**config.mk**
```make
export PLATFORM = sky130hd
export DESIGN_NAME = processorTop
export DESIGN_NICKNAME = d
export VERILOG_FILES = /design/src/hw/procPkg.sv /design/src/hw/busPkg.sv /design/src/hw/alu.sv /design/src/hw/programCounter.sv /design/src/hw/dataPath.sv /design/src/hw/controlFsm.sv /design/src/hw/processorTop.sv
export SDC_FILE = /design/constraint.sdc
export NUM_CORES = 1
export LEC_CHECK = 0
export ABC_AREA = 1
export BUFFER_PORTS_ARGS = -buffer_cell sky130_fd_sc_hd__buf_2
export CAP_MARGIN = 10
export CORE_ASPECT_RATIO = 0.9
export CORE_UTILIZATION = 62
export CTS_CLUSTER_DIAMETER = 120
export DETAILED_ROUTE_END_ITERATION = 10
export GPL_TIMING_DRIVEN = 0
export PLACE_DENSITY = 0.84
export REMOVE_ABC_BUFFERS = 1
export SYNTH_ARGS = -nofsm -noshare
export SYNTH_HDL_FRONTEND = slang
export SYNTH_HIERARCHICAL = 1
export SYNTH_SLANG_ARGS = --single-unit
```
**constraint.sdc**
```tcl
create_clock -name CLK -period 4.6 [get_ports CLK]
set_input_delay 1.38 -clock CLK [delete_from_list [all_inputs] [get_ports CLK]]
set_output_delay 1.38 -clock CLK [all_outputs]
set_load 0.1 [all_outputs]
```
**src/hw/procPkg.sv**
```systemverilog
package procPkg;

    // Data and address width of the core
    localparam int dataWidth = 8;

    // Fetch offset width, pc plus offset gives the ROM address
    localparam int offsetWidth = 2;

    // Program counter after reset, also the vector slot of line 0
    localparam logic [dataWidth-1:0] resetPc = 8'hFF;

    // Width of a thread index for a given number of interrupt lines
    function automatic int threadIndexWidth(int threads);
        return (threads > 1) ? $clog2(threads) : 1;
    endfunction

    //////////////////////////////
    // Instruction set

    // Low nibble of the first instruction byte
    typedef enum logic [3:0] {
        instrReadA   = 4'h0,
        instrReadB   = 4'h1,
        instrWriteA  = 4'h2,
        instrWriteB  = 4'h3,
        instrAluA    = 4'h4,
        instrAluB    = 4'h5,
        instrBranch  = 4'h6,
        instrGoto    = 4'h7,
        instrEnd     = 4'h8,
        instrCall    = 4'h9,
        instrReturn  = 4'hA
    } instrType_t;

    // High nibble of the first byte, used by ALU and branch instructions
    typedef enum logic [3:0] {
        aluAdd     = 4'h0,
        aluSub     = 4'h1,
        aluMul     = 4'h2,
        aluShl     = 4'h3,
        aluShr     = 4'h4,
        aluIncA    = 4'h5,
        aluIncB    = 4'h6,
        aluDecA    = 4'h7,
        aluDecB    = 4'h8,
        aluEqual   = 4'h9,
        aluGreater = 4'hA,
        aluLess    = 4'hB
    } aluOp_t;

    //////////////////////////////
    // Sequencer and block commands

    // Sequencer states, stSettle must stay last
    typedef enum logic [4:0] {
        stIdle, stVectorLoad, stVectorWait, stVectorFetch, stDecode,
        stReadSelect, stReadAddr, stReadStep, stReadCapture,
        stWriteStep, stWriteIssue, stAluStore, stBranchTest, stBranchTake,
        stJumpWait, stJumpLoad, stReturn, stSettle
    } fsmState_t;

    // pcOperand keeps the counter and points the fetch at the second byte
    typedef enum logic [2:0] {
        pcHold, pcStep1, pcStep2, pcLoadFetched, pcLoadVector, pcCall, pcReturn,
        pcOperand
    } pcCommand_t;

    typedef enum logic [3:0] {
        dpNone, dpReadA, dpReadB, dpSetReadAddr, dpCapture,
        dpWriteFromA, dpWriteFromB, dpAluToA, dpAluToB
    } dpCommand_t;

endpackage

```
**src/hw/busPkg.sv**
```systemverilog
package busPkg;

    // Data bus address and data widths
    localparam int busAddrWidth = 8;
    localparam int busDataWidth = 8;

    // Address parked on the bus when nothing is pending
    localparam logic [busAddrWidth-1:0] idleAddr = 8'hFF;

    // One registered bus access
    // we high for a single cycle marks a write
    typedef struct packed {
        logic [busAddrWidth-1:0] addr;
        logic [busDataWidth-1:0] data;
        logic                    we;
    } busRequest_t;

endpackage

```
**src/hw/alu.sv**
```systemverilog
`timescale 1ns/1ps

module alu (
    input  logic                          CLK,
    input  logic                          RESET,
    input  logic [procPkg::dataWidth-1:0] regA,
    input  logic [procPkg::dataWidth-1:0] regB,
    input  logic [procPkg::dataWidth-1:0] romData,
    output logic [procPkg::dataWidth-1:0] aluResult
);
    import procPkg::*;

    aluOp_t               aluOp;
    logic [dataWidth-1:0] aluNext;

    // Operation sits in the high nibble of the first byte
    assign aluOp = aluOp_t'(romData[7:4]);

    //////////////////////////////
    // Operation select

    always_comb begin
        case (aluOp)
            // Arithmetic
            aluAdd: aluNext = regA + regB;
            aluSub: aluNext = regA - regB;
            // Low byte of the product only
            aluMul: aluNext = regA * regB;
            // Shifts on A only
            aluShl: aluNext = regA << 1;
            aluShr: aluNext = regA >> 1;
            // Increment and decrement
            aluIncA: aluNext = regA + dataWidth'(1);
            aluIncB: aluNext = regB + dataWidth'(1);
            aluDecA: aluNext = regA - dataWidth'(1);
            aluDecB: aluNext = regB - dataWidth'(1);
            // Comparisons give 1 or 0, used by the branch test
            aluEqual: aluNext = (regA == regB) ? dataWidth'(1) : '0;
            aluGreater: aluNext = (regA > regB) ? dataWidth'(1) : '0;
            aluLess: aluNext = (regA < regB) ? dataWidth'(1) : '0;
            // Unused codes
            default: aluNext = '0;
        endcase
    end

    //////////////////////////////
    // Result register

    // Result valid one cycle after operands and opcode
    always_ff @(posedge CLK) begin
        if (RESET) begin
            aluResult <= '0;
        end else begin
            aluResult <= aluNext;
        end
    end

endmodule

```
**src/hw/programCounter.sv**
```systemverilog
`timescale 1ns/1ps

module programCounter #(
    parameter int numThreads = 2,
    localparam int indexWidth = procPkg::threadIndexWidth(numThreads)
) (
    input  logic                          CLK,
    input  logic                          RESET,
    input  procPkg::pcCommand_t           pcCmd,
    input  logic [indexWidth-1:0]         threadIndex,
    input  logic [procPkg::dataWidth-1:0] romData,
    output logic [procPkg::dataWidth-1:0] romAddr
);
    import procPkg::*;

    // Current instruction address
    logic [dataWidth-1:0]   pc;
    // Points the fetch at the second byte
    logic [offsetWidth-1:0] fetchOffset;
    // One level of call context
    logic [dataWidth-1:0]   callContext;

    // ROM address is the counter plus the offset
    assign romAddr = pc + dataWidth'(fetchOffset);

    //////////////////////////////
    // Counter update

    always_ff @(posedge CLK) begin
        if (RESET) begin
            pc <= resetPc;
            fetchOffset <= '0;
            callContext <= '0;
        end else begin
            // Offset lives for one cycle after the decode
            fetchOffset <= (pcCmd == pcOperand) ? offsetWidth'(1) : '0;

            case (pcCmd)
                pcStep1: pc <= pc + dataWidth'(1);
                pcStep2: pc <= pc + dataWidth'(2);
                // Jump target from the second byte
                pcLoadFetched: pc <= romData;
                // Vector slots count down from the top of ROM
                pcLoadVector: pc <= resetPc - dataWidth'(threadIndex);
                pcCall: begin
                    // Return lands after the two byte call
                    callContext <= pc + dataWidth'(2);
                    pc <= romData;
                end
                pcReturn: pc <= callContext;
                // Hold and operand fetch keep the counter
                default: pc <= pc;
            endcase
        end
    end

    //////////////////////////////
    // Checks

    // Decodes never fall on back to back cycles
    offsetPulse: assert property (
        @(posedge CLK) disable iff (RESET)
        (fetchOffset == offsetWidth'(1)) |=> (fetchOffset != offsetWidth'(1))
    );

endmodule

```
**src/hw/dataPath.sv**
```systemverilog
`timescale 1ns/1ps

module dataPath (
    input  logic                          CLK,
    input  logic                          RESET,
    input  procPkg::dpCommand_t           dpCmd,
    input  logic [procPkg::dataWidth-1:0] romData,
    input  logic [procPkg::dataWidth-1:0] busDataIn,
    input  logic [procPkg::dataWidth-1:0] aluResult,
    output logic [procPkg::dataWidth-1:0] regA,
    output logic [procPkg::dataWidth-1:0] regB,
    output busPkg::busRequest_t           busRequest
);
    import procPkg::*;
    import busPkg::*;

    // Destination of a pending read, 0 for A and 1 for B
    logic        regSelect;
    busRequest_t busNext;

    //////////////////////////////
    // Bus request

    always_comb begin
        // Park the bus unless a command drives it
        busNext = busRequest;
        busNext.addr = idleAddr;
        busNext.we = 1'b0;

        case (dpCmd)
            // Read address comes from the second byte
            dpSetReadAddr: busNext.addr = romData;
            dpWriteFromA: begin
                busNext.addr = romData;
                busNext.data = regA;
                busNext.we = 1'b1;
            end
            dpWriteFromB: begin
                busNext.addr = romData;
                busNext.data = regB;
                busNext.we = 1'b1;
            end
            default: busNext.we = 1'b0;
        endcase
    end

    //////////////////////////////
    // Registers

    always_ff @(posedge CLK) begin
        if (RESET) begin
            regA <= '0;
            regB <= '0;
            regSelect <= 1'b0;
            busRequest <= '{addr: idleAddr, data: '0, we: 1'b0};
        end else begin
            busRequest <= busNext;

            case (dpCmd)
                // Remember where the read data goes
                dpReadA: regSelect <= 1'b0;
                dpReadB: regSelect <= 1'b1;
                // Memory data arrives one cycle after the address
                dpCapture: begin
                    if (regSelect) begin
                        regB <= busDataIn;
                    end else begin
                        regA <= busDataIn;
                    end
                end
                dpAluToA: regA <= aluResult;
                dpAluToB: regB <= aluResult;
                default: regSelect <= regSelect;
            endcase
        end
    end

    //////////////////////////////
    // Checks

    // A write always resumes with a fetch, never a second write
    singleWrite: assert property (
        @(posedge CLK) disable iff (RESET)
        busRequest.we |=> !busRequest.we
    );

endmodule

```
**src/hw/controlFsm.sv**
```systemverilog
`timescale 1ns/1ps

module controlFsm #(
    parameter int numThreads = 2,
    localparam int indexWidth = procPkg::threadIndexWidth(numThreads)
) (
    input  logic                          CLK,
    input  logic                          RESET,
    input  logic [procPkg::dataWidth-1:0] romData,
    input  logic [procPkg::dataWidth-1:0] aluResult,
    input  logic [numThreads-1:0]         interruptRaise,
    output logic [numThreads-1:0]         interruptAck,
    output logic [indexWidth-1:0]         threadIndex,
    output procPkg::pcCommand_t           pcCmd,
    output procPkg::dpCommand_t           dpCmd
);
    import procPkg::*;

    fsmState_t             state;
    fsmState_t             stateNext;
    // Instruction latched at decode, the second byte replaces it on romData
    instrType_t            curInstr;
    instrType_t            fetchedInstr;
    logic [indexWidth-1:0] grantIndex;
    logic                  threadRequest;
    logic                  branchTaken;

    assign fetchedInstr = instrType_t'(romData[3:0]);
    assign threadRequest = |interruptRaise;
    // Comparison result from the first byte
    assign branchTaken = (aluResult != '0);

    // Fixed priority, lowest raised line wins
    always_comb begin
        grantIndex = '0;
        for (int i = numThreads - 1; i >= 0; i--) begin
            if (interruptRaise[i]) begin
                grantIndex = indexWidth'(i);
            end
        end
    end

    //////////////////////////////
    // Next state

    always_comb begin
        stateNext = state;
        case (state)
            stIdle: begin
                if (threadRequest) begin
                    stateNext = stVectorLoad;
                end
            end
            // Vector read from the top of ROM
            stVectorLoad: stateNext = stVectorWait;
            stVectorWait: stateNext = stVectorFetch;
            stVectorFetch: stateNext = stSettle;
            stDecode: begin
                case (fetchedInstr)
                    instrReadA, instrReadB: stateNext = stReadSelect;
                    instrWriteA, instrWriteB: stateNext = stWriteStep;
                    instrAluA, instrAluB: stateNext = stAluStore;
                    instrBranch: stateNext = stBranchTest;
                    instrGoto, instrCall: stateNext = stJumpWait;
                    instrReturn: stateNext = stReturn;
                    // End thread and undefined codes
                    default: stateNext = stIdle;
                endcase
            end
            // Read sequence
            stReadSelect: stateNext = stReadAddr;
            stReadAddr: stateNext = stReadStep;
            stReadStep: stateNext = stReadCapture;
            stReadCapture: stateNext = stDecode;
            // Write sequence
            stWriteStep: stateNext = stWriteIssue;
            stWriteIssue: stateNext = stDecode;
            stAluStore: stateNext = stSettle;
            stBranchTest: stateNext = branchTaken ? stBranchTake : stSettle;
            stBranchTake: stateNext = stSettle;
            // Goto and call share the jump
            stJumpWait: stateNext = stJumpLoad;
            stJumpLoad: stateNext = stSettle;
            stReturn: stateNext = stSettle;
            // New address needs a cycle before the ROM data is valid
            stSettle: stateNext = stDecode;
            default: stateNext = stIdle;
        endcase
    end

    //////////////////////////////
    // Block commands

    always_comb begin
        pcCmd = pcHold;
        dpCmd = dpNone;
        case (state)
            stVectorLoad: pcCmd = pcLoadVector;
            stVectorFetch: pcCmd = pcLoadFetched;
            stDecode: pcCmd = pcOperand;
            stReadSelect: dpCmd = (curInstr == instrReadB) ? dpReadB : dpReadA;
            stReadAddr: dpCmd = dpSetReadAddr;
            stReadStep: pcCmd = pcStep2;
            stReadCapture: dpCmd = dpCapture;
            stWriteStep: pcCmd = pcStep2;
            stWriteIssue: dpCmd = (curInstr == instrWriteB) ? dpWriteFromB : dpWriteFromA;
            stAluStore: begin
                pcCmd = pcStep1;
                dpCmd = (curInstr == instrAluB) ? dpAluToB : dpAluToA;
            end
            // Skip the target byte when not taken
            stBranchTest: pcCmd = branchTaken ? pcHold : pcStep2;
            stBranchTake: pcCmd = pcLoadFetched;
            stJumpLoad: pcCmd = (curInstr == instrCall) ? pcCall : pcLoadFetched;
            stReturn: pcCmd = pcReturn;
            default: pcCmd = pcHold;
        endcase
    end

    //////////////////////////////
    // State and interrupt registers

    always_ff @(posedge CLK) begin
        if (RESET) begin
            state <= stIdle;
            curInstr <= instrEnd;
            threadIndex <= '0;
            interruptAck <= '0;
        end else begin
            state <= stateNext;
            // Ack is a one cycle pulse
            interruptAck <= '0;
            if (state == stIdle && threadRequest) begin
                threadIndex <= grantIndex;
                interruptAck <= numThreads'(1) << grantIndex;
            end
            if (state == stDecode) begin
                curInstr <= fetchedInstr;
            end
        end
    end

    //////////////////////////////
    // Checks

    // Single line acked, dropped on the next cycle
    ackPulse: assert property (
        @(posedge CLK) disable iff (RESET)
        (interruptAck != '0) |-> $onehot(interruptAck) ##1 (interruptAck == '0)
    );

    legalState: assert property (
        @(posedge CLK) disable iff (RESET)
        !$isunknown(state) && (state inside {[stIdle:stSettle]})
    );

endmodule

```
**src/hw/processorTop.sv**
```systemverilog
`timescale 1ns/1ps

module processorTop #(
    parameter int numThreads = 2,
    localparam int indexWidth = procPkg::threadIndexWidth(numThreads)
) (
    input  logic                          CLK,
    input  logic                          RESET,
    input  logic [procPkg::dataWidth-1:0] romData,
    input  logic [procPkg::dataWidth-1:0] busDataIn,
    input  logic [numThreads-1:0]         interruptRaise,
    output logic [procPkg::dataWidth-1:0] romAddr,
    output busPkg::busRequest_t           busRequest,
    output logic [numThreads-1:0]         interruptAck
);
    import procPkg::*;

    // Sequencer commands
    pcCommand_t            pcCmd;
    dpCommand_t            dpCmd;
    logic [indexWidth-1:0] threadIndex;
    // Operands and result
    logic [dataWidth-1:0]  aluResult;
    logic [dataWidth-1:0]  regA;
    logic [dataWidth-1:0]  regB;

    controlFsm #(.numThreads(numThreads)) controlFsm_i (
        .CLK(CLK), .RESET(RESET),
        .romData(romData), .aluResult(aluResult),
        .interruptRaise(interruptRaise), .interruptAck(interruptAck),
        .threadIndex(threadIndex), .pcCmd(pcCmd), .dpCmd(dpCmd)
    );

    programCounter #(.numThreads(numThreads)) programCounter_i (
        .CLK(CLK), .RESET(RESET),
        .pcCmd(pcCmd), .threadIndex(threadIndex),
        .romData(romData), .romAddr(romAddr)
    );

    // Registers and bus request
    dataPath dataPath_i (
        .CLK(CLK), .RESET(RESET), .dpCmd(dpCmd),
        .romData(romData), .busDataIn(busDataIn), .aluResult(aluResult),
        .regA(regA), .regB(regB), .busRequest(busRequest)
    );

    // Opcode nibble straight from ROM
    alu alu_i (
        .CLK(CLK), .RESET(RESET),
        .regA(regA), .regB(regB), .romData(romData), .aluResult(aluResult)
    );

endmodule

```
* Word-level counts from Yosys, hierarchy flattened
Memory sizes are Yosys's and may differ from the RTL's. Index checks and enable logic that the tools add are counted.
Cells by class: $add $sub $neg 10, $mul 1, divide/modulo/power cells 0, order comparisons 2, equality and inequality tests 51, shift-type cells 1, multiplexer cells 25, bitwise logic cells 2, reduce and logical (&&, ||, !) cells 21
Operators with widths (count):
- 8-bit one-hot mux with 12 select lines | 1
- 5-bit one-hot mux with 12 select lines | 1
- 8-bit one-hot mux with 2 select lines | 3
- 5-bit by 4-bit equality test with 1-bit output (second input constant) | 8
- 8-bit one-hot mux with 5 select lines | 1
- 4-bit by 3-bit equality test with 1-bit output (second input constant) | 9
- 8-bit by 1-bit adder with 8-bit output (second input constant) | 3
- 4-bit equality test (second input constant) | 6
- 3-bit one-hot mux with 8 select lines | 1
- 4-bit by 2-bit equality test with 1-bit output (second input constant) | 5
- 5-bit by 3-bit equality test with 1-bit output (second input constant) | 4
- 4-bit one-hot mux with 5 select lines | 1
- 8-bit 2-to-1 mux | 2
- 8-bit by 1-bit subtractor with 8-bit output (second input constant) | 2
- 2-bit OR reduction | 7
- 3-bit equality test (second input constant) | 4
- 4-bit by 1-bit equality test with 1-bit output (second input constant) | 3
- 5-bit by 2-bit equality test with 1-bit output (second input constant) | 2
- 5-bit equality test (second input constant) | 2
- 5-bit 2-to-1 mux | 2
- 8-bit by 2-bit adder with 8-bit output | 1
- 8-bit by 2-bit adder with 8-bit output (second input constant) | 1
- 8-bit adder | 1
- 8-bit equality test | 1
- 26 further kinds | 42
Storage, ports and cells: register bits 72, latch bits 0, RAM bits 0, memory bits (read-only) 80, bits of input ports 20, output and inout bits 27, logic and storage cells 128, memories 1
Memory list:
- (name not given) | words 16, bits a word 5, read ports 1, clocked after memory_dff 0, wr ports 0, line controlFsm.sv:59 | case (fetchedInstr)

* Logic depth before layout (Yosys ltp)
Gate-level depths: netlist of run 1.
depth in word-level cells 7, mapped depth 23, gate-level depth less buffers 23

* Hierarchy
Netlist of run 1, hierarchy kept.
By module, submodules not included:
- alu | times used 1, cells each 465, area each 2832.7 um^2, sequential area each 160.2 um^2
- dataPath | times used 1, cells each 283, area each 1798.0 um^2, sequential area each 680.7 um^2
- programCounter | times used 1, cells each 202, area each 1255.0 um^2, sequential area each 340.3 um^2
- controlFsm | times used 1, cells each 150, area each 969.7 um^2, sequential area each 240.2 um^2

* Worst setup path before layout of run 1
Ideal clock, no wire load.
path type register to output, start point register programCounter_i.pc[0], end point output romAddr[3] (netlist name), arrival time 2.737 ns, required time 3.220 ns, path slack 0.483 ns, cell stages (with the launch flop) 3, buffers on the path 0, cell sequence dfxtp_1 -> ha_1 -> o21ai_0
Between the ends: cells in the longest elaborated chain, start to end 1
Ends and longest elaborated chain:
- from (decl) | line programCounter.sv:17 | logic [dataWidth-1:0] pc;
- from (signal assigned) | line programCounter.sv:31 | pc <= resetPc;
- from (signal assigned) | line programCounter.sv:39 | pcStep1: pc <= pc + dataWidth'(1);
- from (signal assigned) | line programCounter.sv:40 | pcStep2: pc <= pc + dataWidth'(2);
- 8-bit by 2-bit adder with 8-bit output | line programCounter.sv:24 | assign romAddr = pc + dataWidth'(fetchOffset);
- to (decl) | line processorTop.sv:12 | output logic [procPkg::dataWidth-1:0] romAddr,
No other way between the ends.

* Worst setup path after layout of run 1
start point register dataPath_i/regB[3] (netlist name), end point register alu_i/aluResult[6] (netlist name)
Between the ends: cells in the longest elaborated chain, start to end 2, elaborated cells between the ends (all ways) 6, those cells by class 4 x add/sub; 1 x mul; 1 x mux
Ends and longest elaborated chain:
- from (decl) | line dataPath.sv:11 | output logic [procPkg::dataWidth-1:0] regB,
- from (signal assigned) | line dataPath.sv:66 | regB <= busDataIn;
- from (signal assigned) | line dataPath.sv:72 | dpAluToB: regB <= aluResult;
- 8-bit by 8-bit multiplier with 8-bit output, or another cell as far along | line alu.sv:28 | aluMul: aluNext = regA * regB;
- 8-bit one-hot mux with 12 select lines * | line alu.sv:23 | case (aluOp)
- to (signal assigned) | line alu.sv:54 | aluResult <= aluNext;
- to (decl) | line alu.sv:9 | output logic [procPkg::dataWidth-1:0] aluResult
Every way passes the cells marked *; elsewhere a longest branch is shown, timed or not. A chain may end at the register's enable or synchronous reset.

==> flow_metrics.tcl, run 1 <==
set metrics [dict create \
    min_path_type "reg -> reg" \
    cp_max_fo 9 \
    synth_area_sq_um 6860 \
    numPortBuffers 46 \
    fin_util_pct 68.6 \
    ff2ff_setup_slack_ps 530 \
    place_inst 1260 \
    fmax_mhz 245 \
    totalWireLength_mm 17.4 \
    drtAntennaViolNets 0 \
    htreeDepth 3 \
    fin_ws_ps 526 \
    antenna_found_initial 0 \
    synth_edf_count 0 \
    slowest_delay_ps 640 \
    finalHoldViolations 0 \
    crit_buf_inv 4 \
    mostFrequentLayoutCells "279 x nand2_1, 191 x inv_1, 126 x nor2_1" \
    end_kind "flop" \
    powerDensity_nw_per_um2 352 \
    clockRootBuffer "clkbuf_16" \
    grt_pass1_vias 6189 \
    core_sq_um 10800 \
    worstSetupPathType "reg -> reg" \
    io_pins 47 \
    holdPathEnd "programCounter_i/callContext[3]" \
    cts_resized 0 \
    drive_gt1_share_pct 12.3 \
    crit_path_frequent_cell "inv_1" \
    cts_tree "yes" \
    cap_viol_max_count 0 \
    status "completed" \
    die_h_um 102 \
    die_area_sq_um 11500 \
    path_clk_slew_ps 60 \
    tightest_slew_ps 901 \
    gr-total-overflow 0 \
    ys_warn_count 6 \
    vdd.ir_drop.worst_v 0.000495 \
    fin_crit_ps 4070 \
    min_path_cells 2 \
    clock_path_buffers 2 \
    ys.flop_type "dfxtp_1" \
    crit_cells 16 \
    cp_top_family "adder cells" \
    grt_pass1_wl_mm 28.6 \
    viasPerCell 5.42 \
    slew_headroom_pct 39.7 \
    p_leak_uw 0.00399 \
    required_ps 4800 \
    die_x_um 113 \
    reg2reg_from "dataPath_i/regB[3]" \
    grt_max_degree 25 \
    dp_slack_ps 573 \
    track_usage_pct 31.3 \
    worst-endpoint-arrival_ps 4270 \
    n_antenna_cell 0 \
    mostFrequentLayoutCell "nand2_1" \
    postCtsHoldBufs 0 \
    clkLatencyLatePin_ps 330 \
    worst_r2r_endpoint "alu_i/aluResult[6]" \
    drt_iter0_drc 460 \
    drc 0 \
    setup_tns_ps 0 \
    first_pass_iters 5 \
    startpoint_type "flop" \
    setup_violations 0 \
    reg2reg_depth 16 \
    synth_cells 1100 \
    synth_cell_type_count 50 \
    slowest_stage "dfxtp_1" \
    cts_made_buffers 9 \
    fin_skew_ps 9.63 \
    layout.nets 1221 \
    rows 36 \
    avgRoutedWirePerCell_um 13.6 \
    clkSinkCount 71 \
    routed-via-count 6922 \
    crit_chain "ha_1, inv_1, fa_1, inv_1, ha_1, inv_1, fa_1, fa_1, inv_1, ha_1, nor2_1, o221ai_1, a21oi_1, nand2_1, nor2_1, nor2_1" \
    final_cells 1276 \
    hpwlAfterDp_mm 13.1 \
    min_period_over_period_pct 88.6 \
    yosysSeqAreaShare_pct 20.7 \
    place.gp.congestion 0.937 \
    area_delta_synth_final_pct 8.14 \
    post_cts_buffers 0 \
    rsz0062_at_grt "no" \
    initial_core_util_pct 63.4 \
    synth.avg_cell_area_sq_um 6.23 \
    ys_ff_latch 71 \
    async_flop_share_pct 0 \
    power_uw 2610 \
    hold_start "programCounter_i/callContext[3]" \
    finalMaxSlewViolations 0 \
]
[worst max path at each step]
| stage | slack (ps) | endpoint | startpoint |
|---|---|---|---|
| after floorplan | 480 | romAddr[3] | programCounter_i/pc[0] |
| after global placement | 610 | alu_i/aluResult[6] | dataPath_i/regA[2] |
| after detailed placement | 570 | alu_i/aluResult[6] | dataPath_i/regA[3] |
| after CTS | 550 | alu_i/aluResult[6] | dataPath_i/regB[3] |
| after global routing | 290 | alu_i/aluResult[6] | dataPath_i/regA[2] |
| final | 530 | alu_i/aluResult[6] | dataPath_i/regB[3] |
[sequential cells by signal (all words and copies together) (netlist names)]
signal	count
alu_i/aluResult	8
controlFsm_i/curInstr	4
controlFsm_i/interruptAck	2
controlFsm_i/state	5
controlFsm_i/threadIndex	1
dataPath_i/busRequest	17
dataPath_i/regA	8
dataPath_i/regB	8
dataPath_i/regSelect	1
programCounter_i/callContext	8
programCounter_i/fetchOffset	1
programCounter_i/pc	8
[area by class of cell]
type                            count  area [sq um]
Multi-Input combinational cell    794          4460
Fill cell                         981          3400
Sequential cell                    71          1420
Inverter                          216           816
Clock buffer                       11           233
Timing Repair Buffer               46           230
Tap cell                          133           166
Clock inverter                      5          82.6
[routing by layer]
metal / GRT usage (%) / share of wire [%] / wire [um] / up-vias
met2: 52.0 / 44 / 7660 / 282
met1: 40.8 / 44 / 7730 / 3075
li1: - / - / - / 3515
met3: 5.63 / 8.3 / 1450 / 50
met4: 11.5 / 3.1 / 532 / 0
met5: 0 / 0 / 0 / -
[power breakdown]
group / total [uW] / switching (uW) / internal (uW)
Combinational: 1130 / 808 / 322
Clock: 733 / 257 / 476
Sequential: 750 / 81.0 / 669
[cells in the mapped netlist (all sizes together), types with 2 or more instances]
| cell type | number | share of area, % |
|---|---|---|
| nand2 | 297 | 17 |
| inv | 215 | 12 |
| nor2 | 146 | 9.5 |
| nand3 | 119 | 9.9 |
| dfxtp | 71 | 21 |
| ha | 48 | 8.8 |
| o21ai | 46 | 3.4 |
| a21oi | 40 | 3.2 |
| buf | 17 | 2.1 |
| fa | 15 | 4.4 |
| xor2 | 15 | 1.9 |
| nor3 | 12 | 0.95 |
| nand4 | 10 | 0.91 |
| o22ai | 6 | 0.55 |
| or2 | 6 | 0.55 |
| o21a | 5 | 0.55 |
| a31oi | 4 | 0.36 |
| nand3b | 4 | 0.44 |
| o211ai | 4 | 0.44 |
| xnor2 | 4 | 0.51 |
| o221ai | 3 | 0.38 |
| a211oi | 2 | 0.29 |
| clkbuf | 2 | 0.11 |
| nor4 | 2 | 0.40 |
| o21bai | 2 | 0.22 |
[tightest hold or removal path, delay by kind of cell (launching register included)]
| family | cells | cell delay [ps] |
|---|---|---|
| DFF | 1 | 310 |
| buffers and inverters | 1 | 50 |
| AOI/OAI and AO/OA | 1 | 50 |
[logic make-up after synthesis]
logic type | Yosys count | synth area share, %
and+or+nand+nor | 597 | 39.8
buffers and inverters | 235 | 14.1
AOI/OAI and AO/OA | 115 | 9.78
xor gates and xnor gates | 19 | 2.43
adders and majority gates | 63 | 13.1
DFF | 71 | 20.7
[metrics by stage]
stage | hold slack [ps] | cell area [sq um]
after floorplan | 421 | 6700
after global placement | 444 | 7100
after global routing | 483 | 7410
after detailed placement | 450 | 7100
after CTS | 458 | 7410
final | 450 | 7410
Note: power is estimated with default switching activity, not from simulation.
==> run 2: changes to the inputs <==
--- a/config.mk
+++ b/config.mk
@@ -9,12 +9,11 @@
 export BUFFER_PORTS_ARGS = -buffer_cell sky130_fd_sc_hd__buf_2
 export CAP_MARGIN = 10
 export CORE_ASPECT_RATIO = 0.9
-export CORE_UTILIZATION = 62
+export CORE_UTILIZATION = 38
 export CTS_CLUSTER_DIAMETER = 120
 export DETAILED_ROUTE_END_ITERATION = 10
 export GPL_TIMING_DRIVEN = 0
-export PLACE_DENSITY = 0.84
-export REMOVE_ABC_BUFFERS = 1
+export PLACE_DENSITY_LB_ADDON = 0.1
 export SYNTH_ARGS = -nofsm -noshare
 export SYNTH_HDL_FRONTEND = slang
 export SYNTH_HIERARCHICAL = 1
==> run 2 against run 1 <==
Utilization down 25 points. Total power down 1.8%. Register-to-register slack about the same. Die area up 62%. Sequential power down 2.7%. Clock skew down 3.4 ps. Largest power group unchanged.
==> flow_metrics.tcl, run 2 (synthesis results as in run 1) <==
set metrics [dict create \
    grt_pass1_vias 6239 \
    min_period_over_period_pct 88.6 \
    place.gp.congestion 0.917 \
    io_pins 47 \
    hpwlAfterDp_mm 15.7 \
    status "completed" \
    clkLatencyLatePin_ps 340 \
    n_fill_cell 1924 \
    clkSinkCount 71 \
    worst-endpoint-arrival_ps 4290 \
    drive_gt1_share_pct 13.7 \
    area_delta_synth_final_pct 11.9 \
    slowest_stage "dfxtp_1" \
    die_h_um 129 \
    clockRootBuffer "clkbuf_16" \
    drtAntennaViolNets 0 \
    mostFrequentLayoutCells "279 x nand2_1, 191 x inv_1, 126 x nor2_1" \
    slowest_delay_ps 690 \
    track_usage_pct 22.3 \
    cts_tree "yes" \
    crit_path_frequent_cell "inv_1" \
    cts_made_buffers 9 \
    worstSetupPathType "reg -> reg" \
    p_leak_uw 0.00406 \
    slew_headroom_pct 55.6 \
    tightest_slew_ps 663 \
    rows 46 \
    fin_skew_ps 6.19 \
    postCtsHoldBufs 0 \
    end_kind "flop" \
    die_x_um 144 \
    cp_max_fo 11 \
    min_path_type "reg -> reg" \
    initial_core_util_pct 38.9 \
    htreeDepth 3 \
    startpoint_type "flop" \
    finalHoldViolations 0 \
    viasPerCell 4.81 \
    crit_chain "ha_1, inv_1, fa_1, inv_1, ha_1, inv_1, fa_1, fa_1, inv_1, ha_1, nor2_1, o221ai_1, a21oi_1, nand2_1, nor2_1, nor2_1" \
    layout.nets 1240 \
    required_ps 4810 \
    path_clk_slew_ps 60 \
    cap_viol_max_count 0 \
    numPortBuffers 46 \
    grt_max_degree 14 \
    grt_pass1_wl_mm 32.0 \
    largest_reg_flops 17 \
    regMostFlops "dataPath_i/busRequest" \
    n_antenna_cell 0 \
    gr-total-overflow 0 \
    fmax_mhz 245 \
    antenna_found_initial 0 \
    powerDensity_nw_per_um2 335 \
    holdWs_ps 448 \
    rsz0062_at_grt "no" \
    syn-num-nets 1183 \
    vdd.ir_drop.worst_v 0.000229 \
    drt_iter0_drc 463 \
    cts_resized 0 \
    finalMaxSlewViolations 0 \
    clock_path_buffers 2 \
    post_cts_buffers 0 \
    crit_buf_inv 4 \
    setup_tns_ps 0 \
    cp_top_family "adder cells" \
    fin_crit_ps 4080 \
    ff2ff_setup_slack_ps 520 \
    drc 0 \
    avgRoutedWirePerCell_um 14.1 \
    routed-via-count 6740 \
    mostFrequentLayoutCell "nand2_1" \
    setup_violations 0 \
    die_area_sq_um 18600 \
    totalWireLength_mm 19.8 \
    first_pass_iters 5 \
    core_sq_um 17600 \
]
run 2: cell types whose count changed in the layout (fill, tap and decap cells not counted), sizes merged:
cell / previous run / this run
clkinvlp: 0 / 3
clkbuf: 11 / 12
clkinv: 4 / 3
inv: 215 / 216
bufinv: 2 / 0
buf: 46 / 63
run 2: final cells by class:
class	count	area [sq um]	area share [%]
timing repair buffer	46	230	3.00
clock buffer	10	239	3.12
buffer	19	154	2.01
tap	240	300	3.92
clock inverter	6	45.0	0.587
multi-input combinational	794	4460	58.2
inverter	216	816	10.6
sequential	71	1420	18.5
run 2: path summary, 6_finish.rpt:
check | from | endpoint | cells past startpoint
max reg2reg | dataPath_i/regA[3] | alu_i/aluResult[6] | 16
min | programCounter_i/callContext[3] | programCounter_i/callContext[3] | 2
max | dataPath_i/regA[3] | alu_i/aluResult[6] | 16
min reg2reg | programCounter_i/callContext[3] | programCounter_i/callContext[3] | 2
run 2: routing by layer:
metal  vias to the layer above  global-route usage [%]  share of wire, %
met5                         -                       0                 0
met4                         0                    5.07               1.5
met3                        21                    3.66               6.2
met2                       187                    35.5                44
met1                      2966                    31.4                48
li1                       3566                       -                 -
run 2: tightest hold or removal path: stages (launching register included):
cell and delay (ps):
dfxtp_1 310, inv_1 50, a21oi_1 50
run 2: through the flow:
stage          util (%)  total power (uW)  cells  cell area (sq um)  worst slack (ps)
2_1_floorplan         -              1650   1100               6860               483
3_3_place_gp       41.9              1900   1386               7390               520
3_5_place_dp       41.9              1890   1386               7390               485
4_1_cts            43.5              2570   1402               7670               474
5_1_grt            43.5              2730   1402               7670               220
6_report           43.5              2570   1402               7670               522
run 2: power breakdown:
part / leakage (uW) / internal [uW] / switching [uW]
logic: 0.00335 / 335 / 831
registers: 0.000576 / 668 / 62.1
clock network: 0.000131 / 382 / 289
total: 0.00406 / 1380 / 1180
==> run 3: changes to the inputs <==
--- a/config.mk
+++ b/config.mk
@@ -16,5 +16,4 @@
 export PLACE_DENSITY_LB_ADDON = 0.1
 export SYNTH_ARGS = -nofsm -noshare
 export SYNTH_HDL_FRONTEND = slang
-export SYNTH_HIERARCHICAL = 1
 export SYNTH_SLANG_ARGS = --single-unit
==> run 3 against run 2 <==
Worst hold slack improved by 36 ps. Highest routed layer unchanged. Critical endpoint is now alu_i.aluResult[6]. Largest power group unchanged. Fmax down 5.9%. Non-clock buffer count grew 4. Via count shrank 7.6%. Combinational power decreased by 14%. Sequential cell count did not move. Sequential share of layout area is 2.1 points higher.
==> flow_metrics.tcl, run 3 <==
set metrics [dict create \
    synth_xor_area_share_pct 2.85 \
    synth-simple-area-share_pct 31.1 \
    worstSetupPathType "reg -> reg" \
    track_usage_pct 23.8 \
    numPortBuffers 44 \
    gr-total-overflow 0 \
    area_delta_synth_final_pct 12.5 \
    first_pass_iters 6 \
    yosysMostFrequentCell "nand2_1" \
    path_clk_slew_ps 60 \
    totalWireLength_mm 19.0 \
    hpwlAfterDp_mm 15.1 \
    crit_chain "clkbuf_2, nand2_1, fa_1, inv_1, fa_1, ha_1, inv_1, fa_1, inv_1, ha_1, a21oi_1, nand2_1, nor2_1, o221ai_1, nand3b_1, nor2_1, nor2_1" \
    p_clk_share_pct 28.5 \
    grt_pass1_wl_mm 30.0 \
    synth-compound-area-share_pct 16.6 \
    synth_edf_count 0 \
    synth.avg_cell_area_sq_um 6.52 \
    worst-endpoint-arrival_ps 4540 \
    clkLatencyLatePin_ps 340 \
    min_period_over_period_pct 94.2 \
    synth_top_cell_by_area "dfxtp_1" \
    grt_pass1_vias 5404 \
    synth_cell_type_count 51 \
    slowest_stage "dfxtp_1" \
    fin_crit_ps 4330 \
    synthTopCellsByArea "dfxtp_1 23%, nand2_1 13%, ha_1 9.8%, inv_1 8.9%, a21oi_1 5.7%" \
    synth_area_sq_um 6140 \
    avgRoutedWirePerCell_um 15.8 \
    startpoint_type "flop" \
    finalHoldViolations 0 \
    cp_max_fo 10 \
    muxShareOfSynthArea_pct 0 \
    status "completed" \
    finalMaxSlewViolations 0 \
    viasPerCell 5.17 \
    end_kind "flop" \
    worst_r2r_endpoint "alu_i.aluResult[6]" \
    clock_path_buffers 2 \
    yosysSeqAreaShare_pct 23.1 \
    holdPathEnd "dataPath_i.regA[1]" \
    netSwitchingPower_uw 1060 \
    slowest_delay_ps 560 \
    grt_max_degree 15 \
    synth_top_family_by_area "simple AND/OR/NAND/NOR gates" \
    regMostFlops "dataPath_i.busRequest" \
    fmax_mhz 231 \
    p_leak_uw 0.00349 \
    htreeDepth 3 \
    p_comb_share_pct 42.0 \
    cp_top_family "adder cells" \
    mostFrequentLayoutCell "nand2_1" \
    postCtsHoldBufs 0 \
    rows 43 \
    io_pins 47 \
    synth_fa_ha_area_share_pct 14.7 \
    fin_skew_ps 8.56 \
    tightest_slew_ps 709 \
    die_h_um 123 \
    ys_ff_latch 71 \
    initial_core_util_pct 39.4 \
    mostFrequentLayoutCells "220 x nand2_1, 146 x inv_1, 79 x nor2_1" \
    switching_share_pct 44.2 \
    place_inst 1188 \
    clkSinkCount 71 \
    internal_power_uw 1340 \
    required_ps 4810 \
    ff2ff_setup_slack_ps 270 \
    cts_tree "yes" \
    setup_tns_ps 0 \
    reg2reg_from "dataPath_i.regA[0]" \
    n_antenna_cell 0 \
    powerDensity_nw_per_um2 347 \
    async_flop_share_pct 0 \
    reg2reg_depth 17 \
    synth_cells 942 \
    synth_commonest_cells "220 x nand2_1, 146 x inv_1, 79 x nor2_1" \
    die_area_sq_um 16700 \
    largest_reg_flops 17 \
    die_x_um 136 \
    clockRootBuffer "clkbuf_16" \
    slew_headroom_pct 52.8 \
    multi_input_area_sq_um 4010 \
    min_path_type "reg -> reg" \
    hold_start "alu_i.aluResult[1]" \
    antenna_found_initial 0 \
    drt_iter0_drc 506 \
    routed-via-count 6228 \
    pwr-share-seq_pct 29.5 \
    min_path_cells 2 \
    ys.flop_type "dfxtp_1" \
    cts_made_buffers 9 \
    final_cells 1204 \
    ys_warn_count 0 \
    n_fill_cell 1724 \
    synth_top_area_share_pct 23.1 \
    drive_gt1_share_pct 11.8 \
    cap_viol_max_count 0 \
    place.gp.congestion 0.901 \
    drtAntennaViolNets 0 \
    rsz0062_at_grt "no" \
    crit_buf_inv 4 \
    setup_violations 0 \
    layout.nets 1080 \
    core_sq_um 15600 \
    drc 0 \
    syn-num-nets 1025 \
    seq_area_sq_um 1420 \
    vdd.ir_drop.worst_v 0.000425 \
]
==> run 3: per-stage QoR <==
step | instance area (sq um) | hold slack [ps] | total power [uW] | utilization, % | worst slack, ps
4_1_cts | 6910 | 485 | 2410 | 44.3 | 19.8
3_5_place_dp | 6620 | 476 | 1720 | 42.4 | 11.4
5_1_grt | 6910 | 504 | 2550 | 44.3 | 38.3
2_1_floorplan | 6140 | 459 | 1520 | - | 553
6_report | 6910 | 484 | 2400 | 44.3 | 267
3_3_place_gp | 6620 | 478 | 1730 | 42.4 | 25.5
==> run 3: worst max-delay path by stage <==
stage                                       from            endpoint  slack [ps]  cells after the start
after floorplan           programCounter_i.pc[0]          romAddr[3]         550                      2
after global placement        dataPath_i.regA[0]  alu_i.aluResult[6]          30                     17
after detailed placement      dataPath_i.regA[0]  alu_i.aluResult[6]          10                     17
after CTS                     dataPath_i.regA[0]  alu_i.aluResult[6]          20                     17
after global routing          dataPath_i.regA[0]  alu_i.aluResult[6]          40                     17
final                         dataPath_i.regA[0]  alu_i.aluResult[6]         270                     17
==> run 3: layout make-up <==
| cell class | count | area share, % |
|---|---|---|
| flip-flops and latches | 71 | 20.6 |
| well taps | 202 | 3.66 |
| inverters | 162 | 8.80 |
| clock inverters | 6 | 0.742 |
| multi-input cells | 684 | 58.0 |
| plain buffers | 25 | 1.56 |
| repair buffers | 44 | 3.19 |
| clock buffers | 10 | 3.46 |
==> run 3: kinds of logic (layout without fill, tap and decap cells) <==
kind of cell    Yosys count  count (layout)
flops                    71              71
fa+ha+maj                63              63
xor+xnor                 20              20
buf+inv                 187             247
compound gates          183             183
simple gates            418             418
==> run 3: what timing repair did <==
action                     in CTS  in global routing
gates resized for setup         0                  7
setup endpoints to repair       0                  3
setup buffers                   0                  0
==> run 3: power by group through the flow <==
stage	sequential (uW)	clock, uW	combinational (uW)
floorplan	730	0	786
global placement	720	0	1010
detailed placement	720	0	1000
CTS	706	694	1010
global route	714	719	1110
finish	707	683	1010
==> run 3: tightest hold or removal path: stages, from the launching register on <==
cell and delay [ps]:
dfxtp_1 310, nand2_1 60, a31oi_1 70
==> run 3: per-layer routing <==
layer | track usage (%) | up-vias | part of all wire [%]
met4 | 3.54 | 0 | 0.65
met1 | 38.1 | 2802 | 52
met5 | 0 | - | 0
li1 | - | 3177 | -
met3 | 3.26 | 12 | 7.9
met2 | 33.4 | 237 | 40
